===== config.mk =====
export PLATFORM = sky130hd
export DESIGN_NAME = display_top
export DESIGN_NICKNAME = d
export VERILOG_FILES = /design/src/common/canvas_pkg.sv /design/src/common/display_pkg.sv /design/src/canvas/canvas_arbiter.sv /design/src/canvas/canvas_ram.sv /design/src/canvas/canvas_reader.sv /design/src/source/display_timings.sv /design/src/source/display_top.sv /design/src/source/palette_colour.sv
export VERILOG_INCLUDE_DIRS = /design/src /design/src/common
export SDC_FILE = /design/constraint.sdc
export NUM_CORES = 1
export LEC_CHECK = 0
export ABC_AREA = 1
export BUFFER_PORTS_ARGS = -buffer_cell sky130_fd_sc_hd__buf_2
export CAP_MARGIN = 25
export CORE_ASPECT_RATIO = 0.5
export CORE_MARGIN = 2
export CORE_UTILIZATION = 55
export DETAILED_ROUTE_END_ITERATION = 12
export PLACE_DENSITY_LB_ADDON = 0.3
export SLEW_MARGIN = 20
export SYNTH_ARGS = -nofsm -noshare
export SYNTH_HDL_FRONTEND = slang
export SYNTH_HIERARCHICAL = 1
export SYNTH_SLANG_ARGS = --single-unit

===== constraint.sdc =====
create_clock -name clk -period 4.8 [get_ports clk]
set_input_delay 0 -clock clk [delete_from_list [all_inputs] [get_ports clk]]
set_output_delay 0 -clock clk [all_outputs]
set_load 0.005 [all_outputs]

===== src/common/display_cfg.svh =====
/* display engine configuration
   tiny display format, canvas window placement and background colour */
`ifndef DISPLAY_CFG_SVH
`define DISPLAY_CFG_SVH

// horizontal timing in pixels
`define H_ACTIVE      16
`define H_FRONT       1
`define H_SYNC        2
`define H_BACK        1

// vertical timing in lines
`define V_ACTIVE      8
`define V_FRONT       1
`define V_SYNC        1
`define V_BACK        1

`define CANV_WIDTH    6         // canvas width in pixels
`define CANV_HEIGHT   3         // canvas height in lines
`define CANV_BPP      2         // bits per pixel
`define CANV_SCALE    2         // integer scaling factor
`define WIN_STARTX    2         // window origin on screen
`define WIN_STARTY    1
`define FB_WORD_BITS  16        // framebuffer word width
`define FB_DEPTH      4         // framebuffer words
`define BG_COLR       15'h0886  // background colour, RGB555

`endif


===== src/common/canvas_pkg.sv =====
/* framebuffer side types
   word addresses, packed pixel words and palette indices */
package canvas_pkg;

`include "display_cfg.svh"

    // word address into the framebuffer
    typedef logic [$clog2(`FB_DEPTH)-1:0] fb_addr_t;

    // pixel 0 sits in the lowest bits
    typedef logic [`FB_WORD_BITS-1:0] fb_word_t;

    typedef logic [`CANV_BPP-1:0] pix_idx_t;  // palette index

endpackage


===== src/common/display_pkg.sv =====
/* display side types
   screen coordinates, RGB555 colour and board channel width */
package display_pkg;

    // screen position, wide enough for the full horizontal and vertical totals
    typedef logic [7:0] coord_t;

    // packed {r, g, b}, 5 bits each, red on top
    typedef logic [14:0] colr555_t;

    typedef logic [7:0] chan8_t;  // one board colour channel

    // field positions inside colr555_t
    localparam int R_LSB = 10;
    localparam int G_LSB = 5;
    localparam int B_LSB = 0;
    localparam int CHAN5_BITS = 5;

endpackage


===== src/canvas/canvas_arbiter.sv =====
/* framebuffer port arbiter
   display reads win, a colliding host write waits one cycle */
`timescale 1ns/1ns

module canvas_arbiter import canvas_pkg::*; (
    input  logic     clk,
    input  logic     arst_n,
    input  logic     rd_req,
    input  fb_addr_t rd_addr,
    input  logic     fb_wr,
    input  fb_addr_t fb_addr,
    input  fb_word_t fb_data,
    output logic     en,
    output logic     we,
    output fb_addr_t addr,
    output fb_word_t wdata
);

    logic     pend_valid;  // host write held back by a read
    fb_addr_t pend_addr;
    fb_word_t pend_data;

    // port select: reader, then pending write, then fresh host write
    always_comb begin
        en    = 1'b0;
        we    = 1'b0;
        addr  = rd_addr;
        wdata = fb_data;
        if (rd_req) begin
            en = 1'b1;  // read only
        end else if (pend_valid) begin
            en    = 1'b1;
            we    = 1'b1;
            addr  = pend_addr;
            wdata = pend_data;
        end else if (fb_wr) begin
            en   = 1'b1;
            we   = 1'b1;
            addr = fb_addr;  // straight through
        end
    end

    // pending write survives only while a read keeps the port
    always_ff @(posedge clk or negedge arst_n) begin
        if (!arst_n) begin
            pend_valid <= 1'b0;
        end else begin
            pend_valid <= rd_req && (fb_wr || pend_valid);
        end
    end

    always_ff @(posedge clk) begin
        if (fb_wr && rd_req) begin
            pend_addr <= fb_addr;  // capture the losing write
            pend_data <= fb_data;
        end
    end

    // host writes must not pile up behind a pending one
    a_no_wr_on_pend: assert property (@(posedge clk) disable iff (!arst_n)
        pend_valid |-> !fb_wr);

    // reader leaves a free slot after every fetch
    a_rd_spaced: assert property (@(posedge clk) disable iff (!arst_n)
        rd_req |=> !rd_req);

endmodule


===== src/canvas/canvas_ram.sv =====
/* framebuffer word memory
   single port, registered read, no reset like a block RAM */
`timescale 1ns/1ns

`include "display_cfg.svh"

module canvas_ram import canvas_pkg::*; (
    input  logic     clk,
    input  logic     en,
    input  logic     we,
    input  fb_addr_t addr,
    input  fb_word_t wdata,
    output fb_word_t rd_data
);

    fb_word_t mem [`FB_DEPTH];  // word array

    // one access per cycle, write or read
    always_ff @(posedge clk) begin
        if (en) begin
            if (we) begin
                mem[addr] <= wdata;
            end else begin
                rd_data <= mem[addr];  // valid the cycle after the read
            end
        end
    end

endmodule


===== src/canvas/canvas_reader.sv =====
/* canvas reader
   window test, integer scaling, word fetch with one-word hold and pixel unpack */
`timescale 1ns/1ns

`include "display_cfg.svh"

module canvas_reader import display_pkg::*, canvas_pkg::*; (
    input  logic     clk,
    input  logic     arst_n,
    input  coord_t   sx,
    input  coord_t   sy,
    input  logic     de,
    output logic     rd_req,
    output fb_addr_t rd_addr,
    input  fb_word_t rd_data,
    output pix_idx_t pix,
    output logic     in_window
);

    localparam int PIX_PER_WORD = `FB_WORD_BITS / `CANV_BPP;
    localparam int SLOT_BITS    = $clog2(PIX_PER_WORD);

    localparam coord_t WIN_X0 = coord_t'(`WIN_STARTX);
    localparam coord_t WIN_Y0 = coord_t'(`WIN_STARTY);
    localparam coord_t WIN_X1 = coord_t'(`WIN_STARTX + `CANV_WIDTH * `CANV_SCALE);
    localparam coord_t WIN_Y1 = coord_t'(`WIN_STARTY + `CANV_HEIGHT * `CANV_SCALE);

    logic                 in_win_s0;  // stage 0 window hit
    coord_t               cx, cy;     // canvas coordinates
    coord_t               lin;        // linear pixel number
    fb_addr_t             word_addr;
    logic [SLOT_BITS-1:0] slot_s0;
    fb_addr_t             last_addr;  // word tracker
    logic                 last_valid;
    logic                 issued_s1;  // stage 1 sees fresh rd_data
    logic                 win_s1;
    logic [SLOT_BITS-1:0] slot_s1;
    fb_word_t             held_word;
    fb_word_t             cur_word;

    assign in_win_s0 = de && (sx >= WIN_X0) && (sx < WIN_X1) && (sy >= WIN_Y0) && (sy < WIN_Y1);
    assign cx        = (sx - WIN_X0) / coord_t'(`CANV_SCALE);  // wraps outside, gated anyway
    assign cy        = (sy - WIN_Y0) / coord_t'(`CANV_SCALE);
    assign lin       = cy * coord_t'(`CANV_WIDTH) + cx;
    assign word_addr = fb_addr_t'(lin / coord_t'(PIX_PER_WORD));
    assign slot_s0   = lin[SLOT_BITS-1:0];  // eight pixels per word

    // fetch only on a word change
    assign rd_req  = in_win_s0 && (!last_valid || (word_addr != last_addr));
    assign rd_addr = word_addr;

    always_ff @(posedge clk or negedge arst_n) begin
        if (!arst_n) begin
            last_valid <= 1'b0;
            last_addr  <= '0;
            issued_s1  <= 1'b0;
            win_s1     <= 1'b0;
            in_window  <= 1'b0;
        end else begin
            if (sx == '0) begin
                last_valid <= 1'b0;  // new line, forget the held word
            end else if (rd_req) begin
                last_valid <= 1'b1;
                last_addr  <= word_addr;
            end
            issued_s1 <= rd_req;
            win_s1    <= in_win_s0;
            in_window <= win_s1;
        end
    end

    // rd_data is only valid the cycle right after the request
    assign cur_word = issued_s1 ? rd_data : held_word;

    always_ff @(posedge clk) begin
        slot_s1 <= slot_s0;
        if (issued_s1) begin
            held_word <= rd_data;
        end
        pix <= cur_word[slot_s1 * `CANV_BPP +: `CANV_BPP];  // unpack the slot
    end

endmodule


===== src/source/display_timings.sv =====
/* display timing generator
   free-running counters giving position, syncs, data enable and frame strobe */
`timescale 1ns/1ns

`include "display_cfg.svh"

module display_timings import display_pkg::*; (
    input  logic   clk,
    input  logic   arst_n,
    output coord_t sx,
    output coord_t sy,
    output logic   de,
    output logic   hsync,
    output logic   vsync,
    output logic   frame
);

    localparam int H_TOTAL = `H_ACTIVE + `H_FRONT + `H_SYNC + `H_BACK;
    localparam int V_TOTAL = `V_ACTIVE + `V_FRONT + `V_SYNC + `V_BACK;

    localparam coord_t H_LAST   = coord_t'(H_TOTAL - 1);
    localparam coord_t V_LAST   = coord_t'(V_TOTAL - 1);
    localparam coord_t H_ACT    = coord_t'(`H_ACTIVE);
    localparam coord_t V_ACT    = coord_t'(`V_ACTIVE);
    localparam coord_t HS_START = coord_t'(`H_ACTIVE + `H_FRONT);
    localparam coord_t HS_END   = coord_t'(`H_ACTIVE + `H_FRONT + `H_SYNC);
    localparam coord_t VS_START = coord_t'(`V_ACTIVE + `V_FRONT);
    localparam coord_t VS_END   = coord_t'(`V_ACTIVE + `V_FRONT + `V_SYNC);

    logic line_end;  // last pixel of the line

    assign line_end = (sx == H_LAST);

    // reset parks the counters at the very last blanking position,
    // so every decoded output is low and the first frame starts one cycle later
    always_ff @(posedge clk or negedge arst_n) begin
        if (!arst_n) begin
            sx <= H_LAST;
            sy <= V_LAST;
        end else if (line_end) begin
            sx <= '0;
            sy <= (sy == V_LAST) ? '0 : sy + 1'b1;  // wrap at frame end
        end else begin
            sx <= sx + 1'b1;
        end
    end

    assign de    = (sx < H_ACT) && (sy < V_ACT);
    assign hsync = (sx >= HS_START) && (sx < HS_END);  // active high
    assign vsync = (sy >= VS_START) && (sy < VS_END);
    assign frame = (sx == '0) && (sy == '0);           // first pixel of frame

    // counter never escapes the horizontal total
    a_sx_range: assert property (@(posedge clk) disable iff (!arst_n)
        sx < coord_t'(H_TOTAL));

endmodule


===== src/source/display_top.sv =====
/* indexed-colour display engine
   timing, canvas fetch through a shared framebuffer, palette and aligned syncs */
`timescale 1ns/1ns

module display_top import display_pkg::*, canvas_pkg::*; (
    input  logic     clk,
    input  logic     arst_n,
    input  logic     fb_wr,     // host framebuffer write
    input  fb_addr_t fb_addr,
    input  fb_word_t fb_data,
    input  logic     pal_wr,    // host palette write
    input  pix_idx_t pal_idx,
    input  colr555_t pal_colr,
    output chan8_t   r,
    output chan8_t   g,
    output chan8_t   b,
    output logic     de,
    output logic     hsync,
    output logic     vsync,
    output logic     frame
);

    localparam int SYNC_DLY = 3;  // reader 2 + colour stage 1

    coord_t   sx, sy;
    logic     t_de, t_hsync, t_vsync, t_frame;  // straight from the timing counters
    logic     rd_req;
    fb_addr_t rd_addr;
    fb_word_t rd_data;
    logic     ram_en, ram_we;
    fb_addr_t ram_addr;
    fb_word_t ram_wdata;
    pix_idx_t pix;
    logic     in_window;
    logic [SYNC_DLY-1:0] de_q, hsync_q, vsync_q, frame_q;

    display_timings u_timings (.clk, .arst_n, .sx, .sy, .de(t_de), .hsync(t_hsync),
        .vsync(t_vsync), .frame(t_frame));

    canvas_reader u_reader (.clk, .arst_n, .sx, .sy, .de(t_de), .rd_req, .rd_addr,
        .rd_data, .pix, .in_window);

    canvas_arbiter u_arbiter (.clk, .arst_n, .rd_req, .rd_addr, .fb_wr, .fb_addr, .fb_data,
        .en(ram_en), .we(ram_we), .addr(ram_addr), .wdata(ram_wdata));

    canvas_ram u_ram (.clk, .en(ram_en), .we(ram_we), .addr(ram_addr), .wdata(ram_wdata),
        .rd_data);

    palette_colour u_colour (.clk, .arst_n, .pal_wr, .pal_idx, .pal_colr, .pix, .in_window,
        .r, .g, .b);

    // match the colour pipeline latency
    always_ff @(posedge clk or negedge arst_n) begin
        if (!arst_n) begin
            de_q    <= '0;
            hsync_q <= '0;
            vsync_q <= '0;
            frame_q <= '0;
        end else begin
            de_q    <= {de_q[SYNC_DLY-2:0], t_de};
            hsync_q <= {hsync_q[SYNC_DLY-2:0], t_hsync};
            vsync_q <= {vsync_q[SYNC_DLY-2:0], t_vsync};
            frame_q <= {frame_q[SYNC_DLY-2:0], t_frame};
        end
    end

    assign de    = de_q[SYNC_DLY-1];
    assign hsync = hsync_q[SYNC_DLY-1];
    assign vsync = vsync_q[SYNC_DLY-1];
    assign frame = frame_q[SYNC_DLY-1];

endmodule


===== src/source/palette_colour.sv =====
/* palette and colour output stage
   four-entry palette, background outside the window, RGB555 to 8-bit channels */
`timescale 1ns/1ns

`include "display_cfg.svh"

module palette_colour import display_pkg::*, canvas_pkg::*; (
    input  logic     clk,
    input  logic     arst_n,
    input  logic     pal_wr,
    input  pix_idx_t pal_idx,
    input  colr555_t pal_colr,
    input  pix_idx_t pix,
    input  logic     in_window,
    output chan8_t   r,
    output chan8_t   g,
    output chan8_t   b
);

    localparam int PAL_SIZE = 2 ** `CANV_BPP;

    colr555_t pal [PAL_SIZE];  // palette registers
    colr555_t colr;            // selected colour

    // 5 bits to 8, top bits repeated underneath
    function automatic chan8_t widen(input logic [CHAN5_BITS-1:0] c);
        return {c, c[CHAN5_BITS-1 -: 3]};
    endfunction

    always_ff @(posedge clk or negedge arst_n) begin
        if (!arst_n) begin
            for (int i = 0; i < PAL_SIZE; i++) begin
                pal[i] <= '0;
            end
        end else if (pal_wr) begin
            pal[pal_idx] <= pal_colr;  // visible from the next cycle
        end
    end

    assign colr = in_window ? pal[pix] : colr555_t'(`BG_COLR);

    always_ff @(posedge clk or negedge arst_n) begin
        if (!arst_n) begin
            r <= '0;
            g <= '0;
            b <= '0;
        end else begin
            r <= widen(colr[R_LSB +: CHAN5_BITS]);
            g <= widen(colr[G_LSB +: CHAN5_BITS]);
            b <= widen(colr[B_LSB +: CHAN5_BITS]);
        end
    end

endmodule


Yosys cells after proc, flatten, opt, wreduce, memory -nomap -nowiden. Memories as Yosys holds them, arrays and structs flattened. A register that Yosys moved wholly into a read port is not among the register bits. Cells that the tools add are included.

Bits in registers: 158. Bits in writable memories: 64. Input bits: 39. Output and inout bits: 28. Word-level logic and storage cells: 96. Memories kept: 1.

Add/subtract/negate cells: 5. Multiply operators: 1. Order comparisons: 13. Equal/unequal tests: 3. Shift operators: 1. Muxes and demuxes: 24. Bitwise operators: 4. Reductions and logical operators: 20.

Memories: u_ram.mem (depth 4, width 16, read ports 1, clocked after Yosys merged registers in 1, write ports 1, RTL line canvas_ram.sv:16) `` fb_word_t mem [`FB_DEPTH]; ``.

Operators by type and width (number): $bwmux W60 (1); $mux W15 (4); $mux W16 (3); $bmux W15 S2 (1); $demux W15 S2 (1); $lt A8 B4 Y1 const B (3); $add A8 B1 Y8 const B (2); $logic_not A8 Y1 (2); $lt A8 B5 Y1 const B (2); $mux W8 (2); $shiftx A16 B5 Y2 (1); $logic_and A1 B1 Y1 (12); $mux W1 (9); $eq A8 B4 Y1 const B (1); $eq A8 B5 Y1 const B (1); $ge A8 B1 Y1 const B (1); $ge A8 B2 Y1 const B (1); $ge A8 B4 Y1 const B (1); $ge A8 B5 Y1 const B (1); $lt A8 B3 Y1 const B (1); $sub A8 B1 Y8 const B (1); $mul A7 B2 Y4 const B (1); $ge A3 B3 Y1 const B (2); $mux W2 (3); 10 further kinds (14).

Logic depth before layout (Yosys ltp). Gate-level depths: netlist of the first run.

Word-level depth: 11. Depth in mapped cells: 31. Depth with buffers taken out: 28.

Cells and area by module. The synthesis of the first run kept the hierarchy.

Modules (own cells, without submodules): palette_colour (instances 1, cells an instance 403, area each 3304.4 um^2, sequential area each 1876.8 um^2); canvas_ram (instances 1, cells an instance 243, area each 3198.1 um^2, sequential area each 2402.3 um^2); canvas_reader (instances 1, cells an instance 205, area each 1492.7 um^2, sequential area each 570.5 um^2); display_timings (instances 1, cells an instance 135, area each 985.9 um^2, sequential area each 406.6 um^2); canvas_arbiter (instances 1, cells an instance 94, area each 900.9 um^2, sequential area each 565.5 um^2); display_top (instances 1, cells an instance 12, area each 300.3 um^2, sequential area each 300.3 um^2).

Worst setup path after synthesis of the first run. No wires, ideal clock.

Path kind: reg2reg. Start point: reg u_timings.sy[1]. End point: mem u_ram/mem[0][0] in the netlist's numbering (enable). Setup time: 0.409 ns. Data arrival time: 4.582 ns. Required time: 4.391 ns. Path slack: -0.191 ns. Cell stages (with the launch flop): 27. Path buffers: 3. Period minus slack after synthesis: 4.991 ns. Cells stage by stage: dfstp_2 -> inv_1 -> ha_1 -> xor2_1 -> ha_1 -> fa_1 -> ha_1 -> nand3_1 -> nand3_1 -> inv_1 -> nand2_1 -> nand2_1 -> inv_1 -> nand2_2 -> nand2_2 -> nand2_2 -> nand3_2 -> nand2_2 -> inv_1 -> inv_2 -> buf_6 -> nand3b_1 -> nand2_1 -> nor2_1 -> buf_6 -> buf_4 -> nor3_1.

Elaborated cells between the ends (all ways): 22. Classes of those cells: 2 x add/sub; 1 x mul; 3 x order compare; 1 x eq/ne; 8 x mux; 7 x reduce/logical.

RTL lines: start: declaration (RTL line display_timings.sv:11) `output coord_t sy,`; start signal: assignment (RTL line display_timings.sv:42) `sy <= (sy == V_LAST) ? '0 : sy + 1'b1;`; $sub A8 B1 Y8 (RTL line canvas_reader.sv:43) `` assign cy = (sy - WIN_Y0) / coord_t'(`CANV_SCALE); ``; $mul A7 B2 Y4 (RTL line canvas_reader.sv:44) `` assign lin = cy * coord_t'(`CANV_WIDTH) + cx; ``; $add A5 B5 Y5 (RTL line canvas_reader.sv:44); named net u_reader.lin[4] (RTL line canvas_reader.sv:30) `coord_t lin;`; $ne A2 B2 Y1 (RTL line canvas_reader.sv:49) `assign rd_req = in_win_s0 && (!last_valid || (word_addr != last_addr));`; $logic_or A1 B1 Y1 (RTL line canvas_reader.sv:49); $logic_and A1 B1 Y1 (RTL line canvas_reader.sv:49); named net rd_req (RTL line display_top.sv:27) `logic rd_req;`; $mux W2 (RTL line canvas_arbiter.sv:29) `if (rd_req) begin`; named net ram_addr[0] (RTL line display_top.sv:31) `fb_addr_t ram_addr;`; end: declaration (RTL line canvas_ram.sv:16).

The timed path passes the listed nets, and every way through them passes these cells.

Final worst setup path of the first run.
Start point: reg u_timings.sy[1]. End point: mem u_ram/mem[3][11] in the netlist's numbering (enable).

Elaborated cells between the ends (all ways): 22. Classes of those cells: 2 x add/sub; 1 x mul; 3 x order compare; 1 x eq/ne; 8 x mux; 7 x reduce/logical.

RTL lines: $sub A8 B1 Y8 (RTL line canvas_reader.sv:43); $mul A7 B2 Y4 (RTL line canvas_reader.sv:44); $add A5 B5 Y5 (RTL line canvas_reader.sv:44); named net rd_addr[1] (RTL line display_top.sv:28) `fb_addr_t rd_addr;`; $ne A2 B2 Y1 (RTL line canvas_reader.sv:49); $logic_or A1 B1 Y1 (RTL line canvas_reader.sv:49); $logic_and A1 B1 Y1 (RTL line canvas_reader.sv:49); named net rd_req (RTL line display_top.sv:27); $mux W2 (RTL line canvas_arbiter.sv:29); named net ram_addr[1] (RTL line display_top.sv:31).

The timed path passes the listed nets, and every way through them passes these cells.

==> flow_metrics.env, run 1 <==
export IMPL_clock_skew_ns=0.0250
export IMPL_routabilityCongestion=0.854
export IMPL_r2r_slack_ns=0.32
export IMPL_ir_drop_mv=0.222
export IMPL_critPathMaxStageDelay_ns=0.53
export IMPL_port_buffers=66
export IMPL_hold_path_class="in2async"
export IMPL_synth_seq_cells=229
export IMPL_n_antenna_cell=0
export IMPL_grt_pass1_wl_mm=33.2
export IMPL_worst_path_stages=25
export IMPL_gr_usage_met2=0.346
export IMPL_globalRouteOverflowTotal=0
export IMPL_core_area_sq_mm=0.0183
export IMPL_timing_critical_path_mode_cell="nand2_2"
export IMPL_dieArea_sq_mm=0.0197
export IMPL_synth_seq_area_share=0.601
export IMPL_hpwl_mm=12.9
export IMPL_drv_cap=0
export IMPL_synthCells=1092
export IMPL_cts_buffers_inserted=20
export IMPL_worstPathArrival_ns=4.67
export IMPL_leakage_nw=5.58
export IMPL_ant_nets=0
export IMPL_wl_per_cell_microns=13.8
export IMPL_worst_setup_path_end_kind="register"
export IMPL_drcViolationCount=0
export IMPL_avgSynthCellArea_sq_um=9.32
export IMPL_dp_slack_ns=0.138
export IMPL_reg2reg_to="u_ram/mem[3][11]"
export IMPL_ioPinCount=67
export IMPL_endpoint="u_ram/mem[3][11]"
export IMPL_vias=7277
export IMPL_ctsRootBufferMaster="clkbuf_16"
export IMPL_max_slew_margin_rel=0.499
export IMPL_clkTransAtPathRegs_ns=0.07
export IMPL_use_met3=0.0329
export IMPL_place_area_sq_mm=0.0106
export IMPL_cts_num_sinks=229
export IMPL_initial_core_util=0.558
export IMPL_clock_latency_ns=0.50
export IMPL_setup_ws_ns=0.324
export IMPL_finalCriticalPeriod_ns=4.48
export IMPL_startpoint="u_timings/sy[1]"
export IMPL_grt_start_max_net_pins=58
export IMPL_crit_type="reg2reg"
export IMPL_hold_viol=0
export IMPL_rr_startpoint="u_timings/sy[1]"
export IMPL_die_w_microns=196
export IMPL_avgViaCountPerCell=5.04
export IMPL_powerDensity_mw_per_mm2=350
export IMPL_startpoint_type="register"
export IMPL_wirelength_mm=19.9
export IMPL_async_flop_share=0.480
export IMPL_dr_pass1_iters=5
export IMPL_cts_tree="done"
export IMPL_nFillCells=1470
export IMPL_critPathBufInv=7
export IMPL_fin_area_sq_mm=0.0117
export IMPL_synth_cell_types=40
export IMPL_fin_nets=1246
export IMPL_synth_fp_nets=1147
export IMPL_synth_area_leaders="edfxtp_1, dfrtp_1, nand2_1"
export IMPL_layout_drive_gt1_share=0.157
export IMPL_met1_usage=0.298
export IMPL_setup_viol=0
export IMPL_drtIter0Drc=508
export IMPL_synth_top_cell_area_share=0.289
export IMPL_die_height_microns=100
export IMPL_ff2ff_path_depth=25
export IMPL_synth_edff_count=98
export IMPL_worstMarginPinSlew_ns=0.752
export IMPL_synthToLayoutAreaGrowth_pct=14.6
export IMPL_grt_util_all_layers=0.209
export IMPL_required_ns=4.99
export IMPL_yosysMostFrequentCell="nand2_1"
export IMPL_final_max_slew_viol_count=0
export IMPL_critical_path_slowest_cell="dfstp_2"
export IMPL_yosys_warnings=6
export IMPL_busiest_layer="met2"
export IMPL_outcome="completed"
export IMPL_clockBufferDepth=3
export IMPL_crit_family="simple AND/OR/NAND/NOR gates"
export IMPL_max_freq_mhz=223
export IMPL_antenna_found_initial=0
export IMPL_grt_pass1_vias=6869
export IMPL_htree_levels=1
export IMPL_rows=35
export IMPL_synthFlopType="dfrtp_1"
export IMPL_synth_area_sq_mm=0.0102
export IMPL_synth_area_leader_cell="edfxtp_1"
export IMPL_period_share=0.932
export IMPL_synth_common_cells="nand2_1, inv_1, dfrtp_1"
export IMPL_cp_max_fo=17
==> registers in the layout (all words and copies together), names as in the netlist, 2 cells and up <==
register	flops
de_q	3
frame_q	3
hsync_q	3
u_arbiter/pend_addr	2
u_arbiter/pend_data	16
u_colour/b	5
u_colour/g	5
u_colour/pal	60
u_colour/r	5
u_ram/mem	64
u_ram/rd_data	16
u_reader/held_word	16
u_reader/last_addr	2
u_reader/pix	2
u_reader/slot_s1	3
u_timings/sx	8
u_timings/sy	8
vsync_q	3
==> routing by layer <==
| layer | vias to the layer above | wire length [microns] |
|---|---|---|
| li1 | 3666 | - |
| met1 | 3400 | 9420 |
| met2 | 180 | 9190 |
| met3 | 31 | 982 |
| met4 | 0 | 323 |
| met5 | - | 0 |
==> worst min path at each step <==
stage                       end  slack (ns)        from  cells past startpoint
3_5_place_dp      u_colour/b[0]        0.12      arst_n                      1
2_1_floorplan           de_q[0]       -0.30      arst_n                      0
5_1_grt        u_colour/pal[44]        0.12  pal_idx[0]                      5
3_3_place_gp      u_colour/b[0]        0.10      arst_n                      1
6_report          u_colour/b[0]        0.08      arst_n                      2
4_1_cts        u_colour/pal[14]        0.09  pal_idx[1]                      5
==> final cells by class <==
cell class	count	area, sq um	area share
tap	240	300	0.0257
multi-input combinational	691	3230	0.277
sequential	229	6120	0.525
timing repair buffer	129	917	0.0786
clock buffer	26	574	0.0492
inverter	120	474	0.0406
clock inverter	9	45.0	0.00386
==> worst register-to-register path, cell delays in order, from the launching register on <==
cell and delay [ns]:
dfstp_2 0.53, inv_1 0.06, ha_1 0.21, xor2_1 0.22, ha_1 0.22, fa_1 0.42, ha_1 0.35, nand2_1 0.11
nand3_1 0.12, nand3_1 0.09, nand2_1 0.07, inv_1 0.07, nand2_2 0.06, nand2_2 0.08, nand2_2 0.05, nand3_2 0.06
nand2_2 0.05, inv_1 0.17, inv_2 0.08, nand3b_1 0.09, nand2_1 0.07, nor2_1 0.26, inv_4 0.07, buf_4 0.21
nor3_2 0.19, buf_4 0.25
==> what timing repair did <==
| item | 4_1_cts | 5_1_grt |
|---|---|---|
| hold buffers | 35 | 0 |
| setup buffers | 0 | 7 |
| setup endpoints to repair | 0 | 77 |
| resized for setup | 0 | 7 |
| endpoints found under the hold margin | 199 | 0 |
==> per-stage QoR <==
| stage | instances | power [mW] | util | TNS [ns] | hold WS, ns |
|---|---|---|---|---|---|
| after global placement | 1365 | 2.54 | 0.579 | 0 | 0.102 |
| final | 1444 | 4.08 | 0.639 | 0 | 0.0825 |
| after detailed placement | 1366 | 2.56 | 0.580 | 0 | 0.119 |
| after floorplan | 1092 | 2.46 | - | 0 | -0.296 |
| after CTS | 1436 | 4.11 | 0.634 | 0 | 0.0907 |
| after global routing | 1444 | 4.26 | 0.639 | -0.499 | 0.120 |
==> cells by family (layout without fill, tap and decap cells) <==
family	Yosys count	in the layout	share of synthesized area
AOI/OAI and AO/OA	91	91	0.0468
DFF	229	229	0.601
and+or+nand+nor	576	576	0.239
muxes	1	1	0.00111
buffers and inverters	172	284	0.0845
adders and majority gates	16	16	0.0211
xor gates and xnor gates	7	7	0.00602
==> power breakdown <==
group | internal, mW | switching (mW) | leakage [nW]
clock network | 0.843 | 0.688 | 0.301
logic | 0.138 | 0.196 | 2.84
registers | 2.16 | 0.0537 | 2.44
==> placed cells by master (no fill, tap or decap), types with 12 or more instances in the layout <==
cell / netlist / routed
a21oi_1: 12 / 12
buf_2: 24 / 65
buf_4: 16 / 26
clkbuf_16: 0 / 21
dfrtp_1: 105 / 105
dfxtp_1: 21 / 21
dlygate4sd3_1: 0 / 35
edfxtp_1: 98 / 98
ha_1: 14 / 14
inv_1: 107 / 107
nand2_1: 395 / 395
nand2_2: 36 / 36
nand3_1: 81 / 81
nor2_1: 40 / 38
o21ai_1: 61 / 61
Note: power is estimated with default switching activity, not from simulation.
==> run 2: changes to the inputs <==
Settings changed: ABC_AREA 1 to default, CORE_UTILIZATION 55 to 54.
==> run 2 against run 1 <==
  * Via count shrank 32%
  * Highest routed layer unchanged
  * Wire length shrank 17%
  * Clock power grew 7%
  * Die area shrank 4.5%
  * Setup slack gained 0.037 ns
  * Power grew 3.2%
  * First-iteration DRC count shrank 53%
  * Non-clock buffer count shrank 10
==> flow_metrics.env, run 2 <==
export IMPL_outcome="completed"
export IMPL_powerDensity_mw_per_mm2=379
export IMPL_core_area_sq_mm=0.0173
export IMPL_synth_seq_cells=229
export IMPL_crit_type="reg2reg"
export IMPL_wirelength_mm=16.4
export IMPL_synth_top_cell_area_share=0.309
export IMPL_required_ns=4.97
export IMPL_leakage_nw=4.53
export IMPL_grt_pass1_vias=5217
export IMPL_synthCells=567
export IMPL_crit_family="adder cells"
export IMPL_htree_levels=1
export IMPL_vias=4922
export IMPL_postLayoutCoreUtil=0.642
export IMPL_synthToLayoutAreaGrowth_pct=16.6
export IMPL_ioPinCount=67
export IMPL_grt_util_all_layers=0.185
export IMPL_hpwl_mm=10.2
export IMPL_hold_viol=0
export IMPL_yosysMostFrequentCell="dfrtp_1"
export IMPL_rows=34
export IMPL_antenna_found_initial=0
export IMPL_synth_area_sq_mm=0.00953
export IMPL_globalRouteOverflowTotal=0
export IMPL_yosys_warnings=6
export IMPL_rsz0062_at_grt="no"
export IMPL_clockBufferDepth=3
export IMPL_final_max_slew_viol_count=0
export IMPL_fin_nets=730
export IMPL_holdPathStages=3
export IMPL_async_flop_share=0.480
export IMPL_cts_tree="done"
export IMPL_setup_viol=0
export IMPL_final_cell_mix="dfrtp_1, edfxtp_1, mux2_2"
export IMPL_critical_path_slowest_cell="dfstp_2"
export IMPL_r2r_slack_ns=0.36
export IMPL_avgViaCountPerCell=5.34
export IMPL_worst_setup_path_end_kind="register"
export IMPL_critPathBufInv=3
export IMPL_cp_cell_sequence="inv_1 > ha_1 > xor2_1 > ha_1 > fa_1 > ha_1 > a21oi_1 > xnor2_1 > xnor2_1 > o21a_2 > and4bb_2 > a21oi_1 > nand2_1 > buf_12 > nor4bb_4 > buf_4"
export IMPL_drtIter0Drc=239
export IMPL_worstPathArrival_ns=4.61
export IMPL_top_register="u_ram/mem"
export IMPL_dp_cells=849
export IMPL_drcViolationCount=0
export IMPL_startpoint_type="register"
export IMPL_avgSynthCellArea_sq_um=16.8
export IMPL_ir_drop_mv=0.234
export IMPL_startpoint="u_timings/sy[1]"
export IMPL_cp_max_fo=20
export IMPL_largest_reg_flops=64
export IMPL_synth_seq_area_share=0.642
export IMPL_n_antenna_cell=0
export IMPL_finalCriticalPeriod_ns=4.44
export IMPL_cts_num_sinks=229
export IMPL_max_slew_margin_rel=0.407
export IMPL_synthFlopType="dfrtp_1"
export IMPL_die_w_microns=192
export IMPL_critPathMaxStageDelay_ns=0.60
export IMPL_synth_common_cells="dfrtp_1, edfxtp_1, mux2_2"
export IMPL_worstMarginPinSlew_ns=0.889
export IMPL_synth_area_leader_cell="edfxtp_1"
export IMPL_drv_cap=0
export IMPL_timing_critical_path_mode_cell="ha_1"
export IMPL_postCtsSetupRepairBufs=0
export IMPL_synth_cell_types=60
export IMPL_final_cells=922
export IMPL_synth_fp_nets=622
export IMPL_hold_path_class="in2reg"
export IMPL_port_buffers=66
export IMPL_dr_pass1_iters=4
export IMPL_dieArea_sq_mm=0.0188
export IMPL_setup_tns_ns=0
export IMPL_power_mw=4.21
export IMPL_reg_top3="u_ram/mem (64), u_colour/pal (60)"
export IMPL_layout_commonest_cell="dfrtp_1"
export IMPL_rr_startpoint="u_timings/sy[1]"
export IMPL_wl_per_cell_microns=17.8
export IMPL_max_freq_mhz=225
export IMPL_layout_drive_gt1_share=0.374
export IMPL_synth_edff_count=98
export IMPL_clock_latency_ns=0.49
export IMPL_period_share=0.925
export IMPL_clkTransAtPathRegs_ns=0.07
export IMPL_ant_nets=0
export IMPL_hold_path_endpoint="u_colour/pal[48]"
export IMPL_cts_buffers_inserted=20
export IMPL_grt_pass1_wl_mm=27.2
export IMPL_routabilityCongestion=0.730
export IMPL_ctsRootBufferMaster="clkbuf_16"
export IMPL_clock_skew_ns=0.0101
export IMPL_reg2reg_to="u_ram/mem[0][7]"
export IMPL_ff2ff_path_depth=16
export IMPL_min_from="pal_idx[0]"
export IMPL_die_height_microns=97.9
export IMPL_synth_area_leaders="edfxtp_1, dfrtp_1, mux2_2"
export IMPL_initial_core_util=0.551
export IMPL_grt_start_max_net_pins=80
## run 2: kinds of logic after synthesis
| kind of cell | count (synthesis) | share of synthesized area |
|---|---|---|
| DFF | 229 | 0.642 |
| muxes | 147 | 0.204 |
| and+or+nand+nor | 74 | 0.0536 |
| buffers and inverters | 50 | 0.0331 |
| AOI/OAI and AO/OA | 30 | 0.0224 |
| xor gates and xnor gates | 21 | 0.0222 |
| adders and majority gates | 16 | 0.0226 |
## run 2: metal layers
| metal | wire length, microns | part of all wire | vias to the layer above | global-route usage |
|---|---|---|---|---|
| li1 | - | - | 2327 | - |
| met1 | 7840 | 0.48 | 2498 | 0.269 |
| met2 | 7830 | 0.48 | 77 | 0.299 |
| met3 | 517 | 0.031 | 20 | 0.0327 |
| met4 | 257 | 0.016 | 0 | 0.0331 |
| met5 | 0 | 0 | - | 0 |
## run 2: report_power, final
part	switching (mW)	total [mW]	internal, mW
registers	0.0627	2.24	2.18
logic	0.134	0.331	0.197
clock network	0.674	1.63	0.959
## run 2: final cells by class
cell class	count	area, sq um
clock buffers	31	593
multi-input cells	288	3120
clock inverters	4	72.6
flip-flops and latches	229	6120
repair buffers	119	851
fillers	1251	6200
well taps	234	293
inverters	17	63.8
## run 2: worst max path at each step
stage | end | slack (ns) | cells after the start
after global placement | u_ram/mem[1][15] | 0.46 | 16
after global routing | u_ram/mem[0][0] | 0.08 | 16
after floorplan | u_ram/mem[0][0] | 0.24 | 17
after detailed placement | u_ram/rd_data[7] | 0.26 | 15
final | u_ram/mem[0][7] | 0.36 | 16
after CTS | u_ram/mem[0][2] | 0.22 | 16
## run 2: through the flow
step	area, sq um	hold slack, ns	worst slack (ns)
after floorplan	9550	-0.296	0.238
final	11100	0.0568	0.362
after CTS	11100	0.0522	0.223
after global placement	10000	-0.0363	0.457
after detailed placement	10000	-0.0354	0.262
after global routing	11100	0.0708	0.0776
## run 2: worst min-delay path: cells and delay by family
family / cells / cell delay (ns)
buffers and inverters: 1 / 0.14
AND/OR/NAND/NOR: 1 / 0.13
multiplexers: 1 / 0.24
## run 2: timing repair
item,CTS,global route
endpoints found under the setup margin,0,73
endpoints found under the hold margin,174,0
hold buffers,37,0
gates resized for setup,0,2
